$ cat config.mk
export PLATFORM = sky130hd
export DESIGN_NAME = debug_top
export DESIGN_NICKNAME = d
export VERILOG_FILES = /design/src/hdl/core_pkg.sv /design/src/hdl/debug_pkg.sv /design/src/hdl/uart_rx.sv /design/src/hdl/uart_tx.sv /design/src/hdl/imem_arbiter.sv /design/src/hdl/accum_core.sv /design/src/hdl/debug_unit.sv /design/src/hdl/debug_top.sv
export SDC_FILE = /design/constraint.sdc
export NUM_CORES = 2
export LEC_CHECK = 0
export ABC_AREA = 0
export BUFFER_PORTS_ARGS = -buffer_cell sky130_fd_sc_hd__buf_2
export CORE_ASPECT_RATIO = 0.8
export CORE_UTILIZATION = 57
export CTS_BUF_LIST = sky130_fd_sc_hd__clkbuf_16
export DETAILED_ROUTE_END_ITERATION = 16
export PLACE_DENSITY = 0.75
export SYNTH_ARGS = -nofsm -noshare
export SYNTH_HDL_FRONTEND = slang
export SYNTH_SLANG_ARGS = --single-unit
$ cat constraint.sdc
create_clock -name clk -period 9.65 [get_ports clk]
set_input_delay 1.93 -clock clk [delete_from_list [all_inputs] [get_ports clk]]
set_output_delay 1.93 -clock clk [all_outputs]
set_load 0.02 [all_outputs]
$ cat src/hdl/core_pkg.sv
package core_pkg;

    localparam int IMEM_AW = 6; // 64 instruction words

    // Opcode in bits 31:26, unlisted values execute as no-ops
    typedef enum logic [5:0] {
        ADDI  = 6'h01,
        SUBI  = 6'h02,
        LOADI = 6'h03,
        HALT  = 6'h3F
    } opcode_e;

    // Core state as seen by the debug dump
    typedef struct packed {
        logic [31:0] pc;      // Next instruction address
        logic [31:0] acc;
        logic [31:0] retired; // HALT included
    } snapshot_t;

    // One port request into instruction memory
    typedef struct packed {
        logic               valid;
        logic               write;
        logic [IMEM_AW-1:0] addr;
        logic [31:0]        data;
    } imem_req_t;

endpackage

$ cat src/hdl/debug_pkg.sv
package debug_pkg;

    // Command bytes from the host
    typedef enum logic [7:0] {
        CMD_START      = 8'h01,
        CMD_CONTINUOUS = 8'h02,
        CMD_STEP_MODE  = 8'h03,
        CMD_REPROGRAM  = 8'h05,
        CMD_STEP       = 8'h06
    } cmd_e;

    typedef enum logic [2:0] {
        IDLE,         // Waiting for START
        PROGRAMMING,
        WAITING,      // Core held until a mode command
        STEP_BY_STEP,
        CONTINUOUS,
        SENDING       // 12 byte state dump
    } dbg_state_e;

endpackage

$ cat src/hdl/uart_rx.sv
`timescale 1ns/100ps

module uart_rx #(
    parameter int CLKS_PER_BIT = 8
) (
    input  logic       clk,
    input  logic       reset,
    input  logic       rx,
    output logic [7:0] rx_byte,
    output logic       rx_done
);

    localparam int CW = $clog2(CLKS_PER_BIT + 1);

    typedef enum logic [1:0] {RX_IDLE, RX_START, RX_DATA, RX_STOP} rx_state_e;

    rx_state_e   state;
    logic [1:0]  rx_sync;   // Two flop synchronizer
    logic [CW-1:0] cnt;
    logic [2:0]  bit_idx;
    logic [7:0]  shreg;

    assign rx_byte = shreg;

    always_ff @(posedge clk) begin
        if (reset) begin
            state   <= RX_IDLE;
            rx_sync <= 2'b11;
            cnt     <= '0;
            bit_idx <= '0;
            rx_done <= 1'b0;
        end else begin
            rx_sync <= {rx_sync[0], rx};
            rx_done <= 1'b0;
            cnt     <= cnt + 1'b1;
            case (state)
                RX_IDLE: begin
                    cnt <= '0;
                    if (!rx_sync[1]) state <= RX_START;
                end
                RX_START: if (cnt == CW'(CLKS_PER_BIT / 2 - 1)) begin
                    cnt     <= '0;
                    bit_idx <= '0;
                    state   <= rx_sync[1] ? RX_IDLE : RX_DATA; // Glitch check at mid-bit
                end
                RX_DATA: if (cnt == CW'(CLKS_PER_BIT - 1)) begin
                    cnt     <= '0;
                    shreg   <= {rx_sync[1], shreg[7:1]}; // LSB first
                    bit_idx <= bit_idx + 1'b1;
                    if (bit_idx == 3'd7) state <= RX_STOP;
                end
                default: if (cnt == CW'(CLKS_PER_BIT - 1)) begin
                    rx_done <= rx_sync[1];
                    state   <= RX_IDLE;
                end
            endcase
        end
    end

endmodule

$ cat src/hdl/uart_tx.sv
`timescale 1ns/100ps

module uart_tx #(
    parameter int CLKS_PER_BIT = 8
) (
    input  logic       clk,
    input  logic       reset,
    input  logic [7:0] tx_byte,
    input  logic       tx_start,
    output logic       tx,
    output logic       tx_busy,
    output logic       tx_done
);

    localparam int CW = $clog2(CLKS_PER_BIT + 1);

    logic [9:0]    frame;   // Stop, data, start
    logic [3:0]    bit_idx;
    logic [CW-1:0] cnt;

    assign tx = tx_busy ? frame[0] : 1'b1;

    always_ff @(posedge clk) begin
        if (reset) begin
            tx_busy <= 1'b0;
            tx_done <= 1'b0;
            bit_idx <= '0;
            cnt     <= '0;
        end else begin
            tx_done <= 1'b0;
            if (!tx_busy) begin
                if (tx_start) begin
                    frame   <= {1'b1, tx_byte, 1'b0};
                    tx_busy <= 1'b1;
                    bit_idx <= '0;
                    cnt     <= '0;
                end
            end else if (cnt == CW'(CLKS_PER_BIT - 1)) begin
                cnt   <= '0;
                frame <= {1'b1, frame[9:1]};
                if (bit_idx == 4'd9) begin // End of stop bit
                    tx_busy <= 1'b0;
                    tx_done <= 1'b1;
                end else begin
                    bit_idx <= bit_idx + 1'b1;
                end
            end else begin
                cnt <= cnt + 1'b1;
            end
        end
    end

endmodule

$ cat src/hdl/imem_arbiter.sv
`timescale 1ns/100ps

module imem_arbiter (
    input  logic                clk,
    input  logic                reset,
    input  core_pkg::imem_req_t load_req,
    input  core_pkg::imem_req_t fetch_req,
    output logic                fetch_gnt,
    output logic [31:0]         fetch_data
);

    localparam int DEPTH = 2 ** core_pkg::IMEM_AW;

    logic [31:0] mem [DEPTH];
    logic        wr_gnt;

    ////////////////////////////////////////////////////////////
    // Loader write wins over fetch
    ////////////////////////////////////////////////////////////

    assign wr_gnt    = load_req.valid && load_req.write;
    assign fetch_gnt = fetch_req.valid && !fetch_req.write && !wr_gnt;

    always_ff @(posedge clk) begin
        if (wr_gnt) begin
            mem[load_req.addr] <= load_req.data; // Done in grant cycle
        end
    end

    // Read data lands one cycle after the grant
    always_ff @(posedge clk) begin
        if (reset) begin
            fetch_data <= '0;
        end else if (fetch_gnt) begin
            fetch_data <= mem[fetch_req.addr];
        end
    end

endmodule

$ cat src/hdl/accum_core.sv
`timescale 1ns/100ps

module accum_core (
    input  logic                clk,
    input  logic                reset,
    input  logic                core_hold,
    input  logic                run,
    input  logic                step,
    output core_pkg::imem_req_t fetch_req,
    input  logic                fetch_gnt,
    input  logic [31:0]         fetch_data,
    output core_pkg::snapshot_t snap,
    output logic                retire,
    output logic                halted
);

    typedef enum logic [2:0] {S_IDLE, S_FETCH, S_DATA, S_EXEC, S_HALT} core_state_e;

    core_state_e        state;
    logic [31:0]        pc;
    logic [31:0]        acc;
    logic [31:0]        retired;
    logic [31:0]        ir;
    logic [31:0]        imm;
    logic               step_pend; // Step seen but not yet started
    core_pkg::opcode_e  op;

    assign op  = core_pkg::opcode_e'(ir[31:26]);
    assign imm = {16'h0000, ir[15:0]};

    always_comb begin
        fetch_req.valid = (state == S_FETCH);
        fetch_req.write = 1'b0;
        fetch_req.addr  = pc[core_pkg::IMEM_AW-1:0];
        fetch_req.data  = '0;
    end

    assign snap = '{pc: pc, acc: acc, retired: retired};

    ////////////////////////////////////////////////////////////
    // Fetch, data, execute
    ////////////////////////////////////////////////////////////

    always_ff @(posedge clk) begin
        if (reset || core_hold) begin
            state     <= S_IDLE;
            pc        <= '0;
            acc       <= '0;
            retired   <= '0;
            step_pend <= 1'b0;
            retire    <= 1'b0;
            halted    <= 1'b0;
        end else begin
            retire <= 1'b0;
            case (state)
                S_IDLE: if (run || step_pend) begin
                    state     <= S_FETCH;
                    step_pend <= 1'b0;
                end
                S_FETCH: if (fetch_gnt) state <= S_DATA;
                S_DATA: begin
                    ir    <= fetch_data;
                    state <= S_EXEC;
                end
                S_EXEC: begin
                    retire  <= 1'b1;
                    retired <= retired + 32'd1;
                    pc      <= pc + 32'd1;
                    state   <= run ? S_FETCH : S_IDLE;
                    case (op)
                        core_pkg::LOADI: acc <= imm;
                        core_pkg::ADDI:  acc <= acc + imm;
                        core_pkg::SUBI:  acc <= acc - imm;
                        core_pkg::HALT: begin
                            pc     <= pc; // Stays on the HALT
                            halted <= 1'b1;
                            state  <= S_HALT;
                        end
                        default: ;
                    endcase
                end
                default: ; // S_HALT until core_hold
            endcase
            if (step) step_pend <= 1'b1;
        end
    end

endmodule

$ cat src/hdl/debug_unit.sv
`timescale 1ns/100ps

module debug_unit (
    input  logic                clk,
    input  logic                reset,
    input  logic [7:0]          rx_byte,
    input  logic                rx_done,
    output logic [7:0]          tx_byte,
    output logic                tx_start,
    input  logic                tx_done,
    output core_pkg::imem_req_t load_req,
    output logic                core_hold,
    output logic                run,
    output logic                step,
    input  core_pkg::snapshot_t snap,
    input  logic                retire,
    input  logic                halted
);

    debug_pkg::dbg_state_e         state;
    debug_pkg::cmd_e               cmd;
    logic [31:0]                   word;      // Instruction being assembled
    logic [1:0]                    byte_cnt;
    logic [core_pkg::IMEM_AW-1:0]  wr_addr;
    logic                          load_valid;
    core_pkg::snapshot_t           snap_q;
    logic [3:0]                    idx;       // Dump byte 0 to 11
    logic [31:0]                   dump_word;
    logic                          tx_wait;   // Byte in flight
    logic                          step_wait;

    assign cmd = debug_pkg::cmd_e'(rx_byte);

    always_comb begin
        load_req.valid = load_valid;
        load_req.write = 1'b1;
        load_req.addr  = wr_addr;
        load_req.data  = word;
    end

    // pc, acc, retired in that order
    always_comb begin
        case (idx[3:2])
            2'd0:    dump_word = snap_q.pc;
            2'd1:    dump_word = snap_q.acc;
            default: dump_word = snap_q.retired;
        endcase
    end

    ////////////////////////////////////////////////////////////
    // Command FSM
    ////////////////////////////////////////////////////////////

    always_ff @(posedge clk) begin
        if (reset) begin
            state      <= debug_pkg::WAITING;
            core_hold  <= 1'b1;
            run        <= 1'b0;
            step       <= 1'b0;
            tx_start   <= 1'b0;
            load_valid <= 1'b0;
            byte_cnt   <= '0;
            wr_addr    <= '0;
            idx        <= '0;
            tx_wait    <= 1'b0;
            step_wait  <= 1'b0;
        end else begin
            tx_start   <= 1'b0;
            step       <= 1'b0;
            load_valid <= 1'b0;
            case (state)
                debug_pkg::IDLE: begin
                    if (rx_done && cmd == debug_pkg::CMD_START) begin
                        state    <= debug_pkg::PROGRAMMING;
                        byte_cnt <= '0;
                        wr_addr  <= '0;
                    end
                end
                debug_pkg::PROGRAMMING: begin
                    if (rx_done) begin
                        word       <= {rx_byte, word[31:8]}; // LSB first
                        byte_cnt   <= byte_cnt + 1'b1;
                        load_valid <= (byte_cnt == 2'd3);
                    end
                    if (load_valid) begin
                        wr_addr <= wr_addr + 1'b1;
                        if (&word[31:26]) state <= debug_pkg::WAITING; // HALT ends load
                    end
                end
                debug_pkg::WAITING: begin
                    if (rx_done) begin
                        case (cmd)
                            debug_pkg::CMD_REPROGRAM: state <= debug_pkg::IDLE;
                            debug_pkg::CMD_CONTINUOUS: begin
                                state     <= debug_pkg::CONTINUOUS;
                                core_hold <= 1'b0;
                                run       <= 1'b1;
                            end
                            debug_pkg::CMD_STEP_MODE: begin
                                state     <= debug_pkg::STEP_BY_STEP;
                                core_hold <= 1'b0;
                            end
                            default: ;
                        endcase
                    end
                end
                debug_pkg::CONTINUOUS: begin
                    if (retire && halted) begin
                        snap_q <= snap;
                        run    <= 1'b0;
                        idx    <= '0;
                        state  <= debug_pkg::SENDING;
                    end
                end
                debug_pkg::STEP_BY_STEP: begin
                    if (step_wait) begin
                        if (retire) begin
                            step_wait <= 1'b0;
                            snap_q    <= snap;
                            idx       <= '0;
                            state     <= debug_pkg::SENDING;
                        end
                    end else if (rx_done && cmd == debug_pkg::CMD_STEP) begin
                        step      <= 1'b1;
                        step_wait <= 1'b1;
                    end
                end
                default: begin // One dump byte per tx_done
                    if (!tx_wait) begin
                        tx_byte  <= dump_word[{idx[1:0], 3'b000} +: 8];
                        tx_start <= 1'b1;
                        tx_wait  <= 1'b1;
                    end else if (tx_done) begin
                        tx_wait <= 1'b0;
                        if (idx == 4'd11) begin
                            if (halted) begin
                                state     <= debug_pkg::WAITING;
                                core_hold <= 1'b1;
                            end else begin
                                state <= debug_pkg::STEP_BY_STEP;
                            end
                        end else begin
                            idx <= idx + 1'b1;
                        end
                    end
                end
            endcase
        end
    end

endmodule

$ cat src/hdl/debug_top.sv
`timescale 1ns/100ps

module debug_top #(
    parameter int CLKS_PER_BIT = 8
) (
    input  logic clk,
    input  logic reset,
    input  logic rx,
    output logic tx
);

    logic [7:0]          rx_byte;
    logic                rx_done;
    logic [7:0]          tx_byte;
    logic                tx_start;
    logic                tx_done;
    core_pkg::imem_req_t load_req;
    core_pkg::imem_req_t fetch_req;
    logic                fetch_gnt;
    logic [31:0]         fetch_data;
    logic                core_hold;
    logic                run;
    logic                step;
    core_pkg::snapshot_t snap;
    logic                retire;
    logic                halted;

    uart_rx #(.CLKS_PER_BIT(CLKS_PER_BIT)) rx0 (
        .clk(clk), .reset(reset), .rx(rx), .rx_byte(rx_byte), .rx_done(rx_done)
    );

    uart_tx #(.CLKS_PER_BIT(CLKS_PER_BIT)) tx0 (
        .clk(clk), .reset(reset), .tx_byte(tx_byte), .tx_start(tx_start),
        .tx(tx), .tx_busy(), .tx_done(tx_done)
    );

    debug_unit dbg0 (
        .clk(clk), .reset(reset),
        .rx_byte(rx_byte), .rx_done(rx_done),
        .tx_byte(tx_byte), .tx_start(tx_start), .tx_done(tx_done),
        .load_req(load_req), .core_hold(core_hold), .run(run), .step(step),
        .snap(snap), .retire(retire), .halted(halted)
    );

    accum_core core0 (
        .clk(clk), .reset(reset),
        .core_hold(core_hold), .run(run), .step(step),
        .fetch_req(fetch_req), .fetch_gnt(fetch_gnt), .fetch_data(fetch_data),
        .snap(snap), .retire(retire), .halted(halted)
    );

    imem_arbiter arb0 (
        .clk(clk), .reset(reset),
        .load_req(load_req), .fetch_req(fetch_req),
        .fetch_gnt(fetch_gnt), .fetch_data(fetch_data)
    );

endmodule

== Word-level counts from Yosys, hierarchy flattened ==
Memories as Yosys holds them, arrays and structs flattened. A register that Yosys moved wholly into a read port is not among the register bits.
Cells that the tools add are included.

* Register bits: 332
* RAM bits: 2,048
* Input port bits: 3
* Memories kept: 1

* Add/sub/neg operators: 11
* Equality and inequality tests: 46
* Shift operators: 1
* Multiplexer cells: 88
* Bitwise operators: 13
* Reduce and logical (&&, ||, !) cells: 60

{| class="wikitable"
|+ Memories
! name !! depth !! width !! rd ports !! clocked after memory_dff !! write ports !! RTL line !! RTL
|-
| arb0.mem || 64 || 32 || 1 || 1 || 1 || imem_arbiter.sv:14 || <nowiki>logic [31:0] mem [DEPTH];</nowiki>
|}

{| class="wikitable"
|+ Operator list
! operator !! count
|-
| 96-bit two-way mux || 3
|-
| 96-bit one-hot mux with 2 select lines || 1
|-
| 32-bit one-hot mux with 3 select lines || 1
|-
| 32-bit by 1-bit adder with 32-bit output, second input constant || 2
|-
| 32-bit one-hot mux with 2 select lines || 1
|-
| 4-bit two-way mux || 14
|-
| 3-bit two-way mux || 15
|-
| 32-bit by 16-bit adder with 32-bit output || 1
|-
| 32-bit by 6-bit indexed part select with 8-bit output || 1
|-
| 32-bit by 16-bit subtractor with 32-bit output || 1
|-
| 10-bit two-way mux || 3
|-
| 1-bit two-way mux || 29
|-
| 3-bit AND reduction || 9
|-
| 4-bit one-hot mux with 3 select lines || 2
|-
| 2-bit nonzero test || 11
|-
| 2-bit by 1-bit inequality test with 1-bit output, second input constant || 10
|-
| 6-bit nonzero test || 3
|-
| 4-bit by 1-bit adder with 4-bit output, second input constant || 4
|-
| 8-bit by 2-bit == test with 1-bit output, second input constant || 2
|-
| 8-bit by 3-bit == test with 1-bit output, second input constant || 2
|-
| 2-bit two-way mux || 8
|-
| 2-bit inequality test, second input constant || 8
|-
| 3-bit one-hot mux with 5 select lines || 1
|-
| 7-bit AND reduction || 2
|-
| other kinds (43) || 85
|}

== Logic depth before layout (Yosys ltp) ==
* Depth in word-level cells: 5
* Depth in mapped cells: 17
* Gate-level depth less buffers: 17

== Cells and area by module ==
Synthesis repeated with hierarchy kept, for this count alone.

* Cells, all modules: 4,927
* Area total of the unflattened synthesis: 94,276.7 um^2

{| class="wikitable"
|+ By module, submodules not included
! module !! times used !! cells an instance !! area each (um^2)
|-
| imem_arbiter || 1 || 3,526 || 79,037.1
|-
| accum_core || 1 || 841 || 7,275.7
|-
| debug_unit || 1 || 404 || 6,187.2
|-
| uart_rx || 1 || 81 || 889.6
|-
| uart_tx || 1 || 75 || 887.1
|}

== Least setup slack after synthesis ==
OpenSTA, ideal clock, no wires.

* Path kind: input to register
* From: input port reset
* To: register dbg0.snap_q[0] in the netlist's numbering, enable pin
* Setup time: 0.669 ns
* Data arrival time: 8.863 ns
* Slack: 0.118 ns
* Cell stages on the path: 3
* Path buffers: 2
* Cells stage by stage: clkbuf_1 clkbuf_1 nor3_1

* Cells in the longest elaborated chain, start to end: 2

{| class="wikitable"
|+ RTL lines
! element !! RTL line !! RTL
|-
| start, declared || debug_top.sv:7 || <nowiki>input logic reset,</nowiki>
|-
| 1-bit inverter (no line) || -- ||
|-
| 5-bit AND reduction (no line) || -- ||
|-
| end signal, assigned || debug_unit.sv:109 || <nowiki>snap_q <= snap;</nowiki>
|-
| end signal, assigned || debug_unit.sv:119 || <nowiki>snap_q <= snap;</nowiki>
|-
| end, declared || debug_unit.sv:26 || <nowiki>core_pkg::snapshot_t snap_q;</nowiki>
|}

No other way between the ends.
A chain may end at the register's enable or synchronous reset.

== Final worst setup path ==
* From: register core0.ir[29]
* To: register core0.acc[30]

* Cells in the longest elaborated chain, start to end: 3
* Elaborated cells on any way between the ends: 6

{| class="wikitable"
|+ RTL lines
! element !! RTL line !! RTL
|-
| start, declared || accum_core.sv:23 || <nowiki>logic [31:0] ir;</nowiki>
|-
| start signal, assigned || accum_core.sv:62 || <nowiki>ir <= fetch_data;</nowiki>
|-
| 6-bit by 2-bit == test with 1-bit output or 6-bit by 1-bit == test with 1-bit output (tied branches) || accum_core.sv:70 || <nowiki>case (op)</nowiki>
|-
| 3-bit nonzero test (no line) || -- ||
|-
| 2-bit AND reduction (no line) || -- ||
|-
| end signal, assigned || accum_core.sv:71 || <nowiki>core_pkg::LOADI: acc <= imm;</nowiki>
|-
| end signal, assigned || accum_core.sv:72 || <nowiki>core_pkg::ADDI: acc <= acc + imm;</nowiki>
|-
| end signal, assigned || accum_core.sv:73 || <nowiki>core_pkg::SUBI: acc <= acc - imm;</nowiki>
|-
| end, declared || accum_core.sv:21 || <nowiki>logic [31:0] acc;</nowiki>
|}

Several ways; a longest one is shown, not always the timed one.

==> parameters.txt <==
Parameter                              Value

Clock tree
  Clock latency on the worst-skew pair ... 0.79 ns
  Clock sink count ... 1751
  TritonCTS clock tree ... done
  Hold bufs inserted after CTS ... 0
  Clock root buffer master ... clkbuf_16
  Setup fix buffers added after clock tree synthesis ... 0
  Number of clock buffers inserted by TritonCTS ... 158
  Clk slew on worst S/H paths ... 0.07 ns
  Number of resized instances in the post-cts repair step ... 0
  Bufs on Longest Clock Path ... 3
  CTS H-tree lvls ... 4

Global route
  Global-route wire length before repair ... 237000 µm
  GR Overflow Total ... 0
  Maximum number of pins on one net before global-route repair ... 129
  Initial antenna violation count ... 7
  GRT Resource Usage Total ... 0.273
  Via count of the first global-routing pass ... 34200

Pwr
  NetSw ... 2.90 mW
  Portion of total power attributed to the clock network ... 0.420
  Total power consumption of the routed design ... 14.5 mW
  Cell-internal power ... 11.6 mW
  Fraction of power spent switching nets ... 0.200
  Reg power frac ... 0.570
  Maximum VDD drop ... 229 µV
  Leakage power figure ... 23.5 nW
  Power density relative to cell area ... 190 nW/µm²
  Logic pwr share ... 0.010

Timing
  Max Clock Freq ... 0.199 GHz
  Post-route setup TNS ... 0 ns
  Part of the cycle the worst path needs ... 0.521
  Final number of max-transition violations ... 0
  Worst slew margin relative to its limit ... 0.0807
  Transition time of the tightest slew-check pin ... 1.38 ns
  Worst hold slack after final layout ... 0.414 ns
  Clock period minus final worst setup slack ... 5.03 ns
  Final setup vio count ... 0
  Final hold viol count ... 0
  RSZ-0062 raised after global routing ... false
  Maximum clock skew at final layout ... 0.0275 ns

Worst setup path
  WS Path Type ... flop to flop
  Worst Setup Start Kind ... flop
  Cell type group with the largest total delay on the critical path ... simple AND/OR/NAND/NOR gates
  R2R Setup Slk ... 4.62 ns
  Most used cell, CP ... xnor2_1
  Buffer and inverter count on the worst path ... 0
  Cell with the biggest individual delay on the critical path ... nor3b_1
  Endpoint type of the worst setup path ... flop
  Critical path peak fanout ... 9
  Data required time at the worst endpoint ... 10.30 ns
  Critical path cell sequence ... or4_1 > nor3b_1 > nor2_1 > xnor2_1 > ha_1 > o21a_1 > a211o_1 > a21oi_1 > o41ai_2 > a31oi_1 > nand3b_1 > o41ai_1 > xnor2_1 > o21ai_0
  Arrival time reported for the critical path endpoint ... 5.68 ns
  Longest individual stage delay on the worst path ... 1.11 ns

Yosys
  Top cell type's share of synthesized area ... 0.691
  Netlist cell types ... 64
  Part of the Yosys area used for sequential elements ... 0.740
  Post-synthesis cell area ... 68800 µm²
  Number of warnings reported in the yosys synthesis log ... 0
  Synth area leader ... edfxtp_1
  Dominant cells by area after synthesis ... edfxtp_1 69%, mux4_2 15%, dfxtp_1 4.9%
  Top FF cell, synth ... edfxtp_1
  Total nets after synthesis ... 3562
  Synth Instances ... 3510
  Share of flip-flops with an asynchronous set or reset after synthesis ... 0
  Synthesized area divided by synthesized cell count ... 19.6 µm²
  Synthesis-stage register bit count ... 1751
  Count of flip-flops with a built-in enable after synthesis ... 1583

Placed design
  Placed wire-length estimate after detailed placement ... 89000 µm
  Number of port buffers ... 3
  RD Place Congestion ... 0.876
  Placed Instance Area ... 71200 µm²

Detailed routing
  Total iterations of the first detailed-routing run ... 7
  Remaining design rule violation count ... 0
  Routed WL per cell ... 30.4 µm
  DRC violation total after the first TritonRoute iteration ... 4736
  Aggregate routed wire length ... 163000 µm
  Via Count ... 34800
  Antenna-violating nets left ... 0
  Via-per-instance ratio ... 6.50

Hold path
  Worst hold path type ... flop to flop

Floorplanning
  Rows ... 113
  Height of the chip ... 313 µm
  Starting Density ... 0.577
  Number of ports placed on the die boundary ... 4
  Core ar. ... 119000 µm²
  Die Footprint ... 122000 µm²
  Horiz. Die Dim ... 390 µm

Final layout
  Relative area change from synthesis to final layout ... 10.7%
  Most frequent cells in the layout ... 1583 x edfxtp_1, 470 x mux4_2, 184 x nand2_1
  Final net count ... 3668
  Final Cell Area ... 76200 µm²
  Fraction of final layout cells sized beyond drive strength 1 ... 0.238
  Most common cell after layout, fill and taps aside ... edfxtp_1

Status
  Status ... finished clean

Flow run
  Total of max-cap violations ... 0
through the flow:
stage                     setup slack (ns)   util  instances
after floorplan                      0.118      -       3510
after global placement                4.80  0.598       5066
after detailed placement              4.75  0.598       5066
after CTS                             4.74  0.639       5355
after global routing                  4.41  0.639       5355
final                                 4.62  0.639       5359
state kept, by name (all words and copies together), names as in the netlist, 2 cells and up:
register,count
arb0.mem,1408
dbg0.snap_q,96
core0.acc,32
core0.pc,32
core0.retired,32
dbg0.word,32
arb0.fetch_data,22
core0.ir,22
tx0.frame,9
dbg0.tx_byte,8
rx0.rx_byte,8
dbg0.wr_addr,6
dbg0.idx,4
rx0.cnt,4
tx0.bit_idx,4
tx0.cnt,4
core0.state,3
dbg0.state,3
rx0.bit_idx,3
dbg0.byte_cnt,2
rx0.rx_sync,2
rx0.state,2
cell usage after synthesis (all sizes together) (8+ instances only):
| library cell | number |
|---|---|
| nor3 | 30 |
| edfxtp | 1583 |
| or3 | 21 |
| and3 | 9 |
| nand3 | 37 |
| nand4 | 31 |
| nand3b | 10 |
| a31oi | 11 |
| clkbuf | 110 |
| dfxtp | 168 |
| o21ai | 95 |
| mux2i | 38 |
| mux2 | 8 |
| xor2 | 62 |
| nor4 | 8 |
| ha | 48 |
| nand2b | 36 |
| o21a | 9 |
| inv | 29 |
| a211oi | 9 |
| mux4 | 470 |
| nand2 | 184 |
| buf | 61 |
| a21o | 15 |
| o221ai | 14 |
| nor2 | 199 |
| nor2b | 10 |
| xnor2 | 37 |
| a21oi | 93 |
path summary, 6_finish.rpt:
| path | from | endpoint | cells past startpoint |
|---|---|---|---|
| worst min register to register | dbg0.word[22] | dbg0.word[14] | 0 |
| worst min-delay path | dbg0.word[22] | dbg0.word[14] | 0 |
| worst max-delay path | core0.ir[29] | core0.acc[30] | 14 |
| worst max register to register | core0.ir[29] | core0.acc[30] | 14 |
power groups by stage:
stage	registers, mW	clock network, mW	logic (mW)
floorplan	8.41	0	0.114
global placement	8.43	0	0.146
detailed placement	8.43	0	0.147
CTS	8.26	6.15	0.148
global route	8.27	6.43	0.163
finish	8.26	6.08	0.147
cell families (layout without fill, tap and decap cells):
kind of cell,after synthesis,after routing,share of synthesized area
DFF,1751,1751,0.740
other,0,4,0
xor gates and xnor gates,99,99,0.0126
muxes,516,516,0.161
buffers and inverters,200,435,0.0118
AOI/OAI and AO/OA,286,286,0.0250
and+or+nand+nor,609,609,0.0412
adders and majority gates,49,49,0.00902
per-layer routing:
layer / GRT usage / up-vias / wire [µm]
li1: - / 14500 / -
met1: 0.406 / 17900 / 63600
met2: 0.395 / 2120 / 72600
met3: 0.0764 / 293 / 21700
met4: 0.0877 / 4 / 4840
met5: 0 / - / 27
final cells by class:
cell class / count / area (µm²)
Clock inverter: 127 / 910
Fill cell: 7735 / 43000
Sequential cell: 1751 / 50900
Timing Repair Buffer: 117 / 908
Multi-Input combinational cell: 1559 / 17300
Inverter: 29 / 109
Antenna cell: 4 / 10.0
Tap cell: 1610 / 2010
Clock buffer: 162 / 4050
Power figures use the tool's default switching activity.
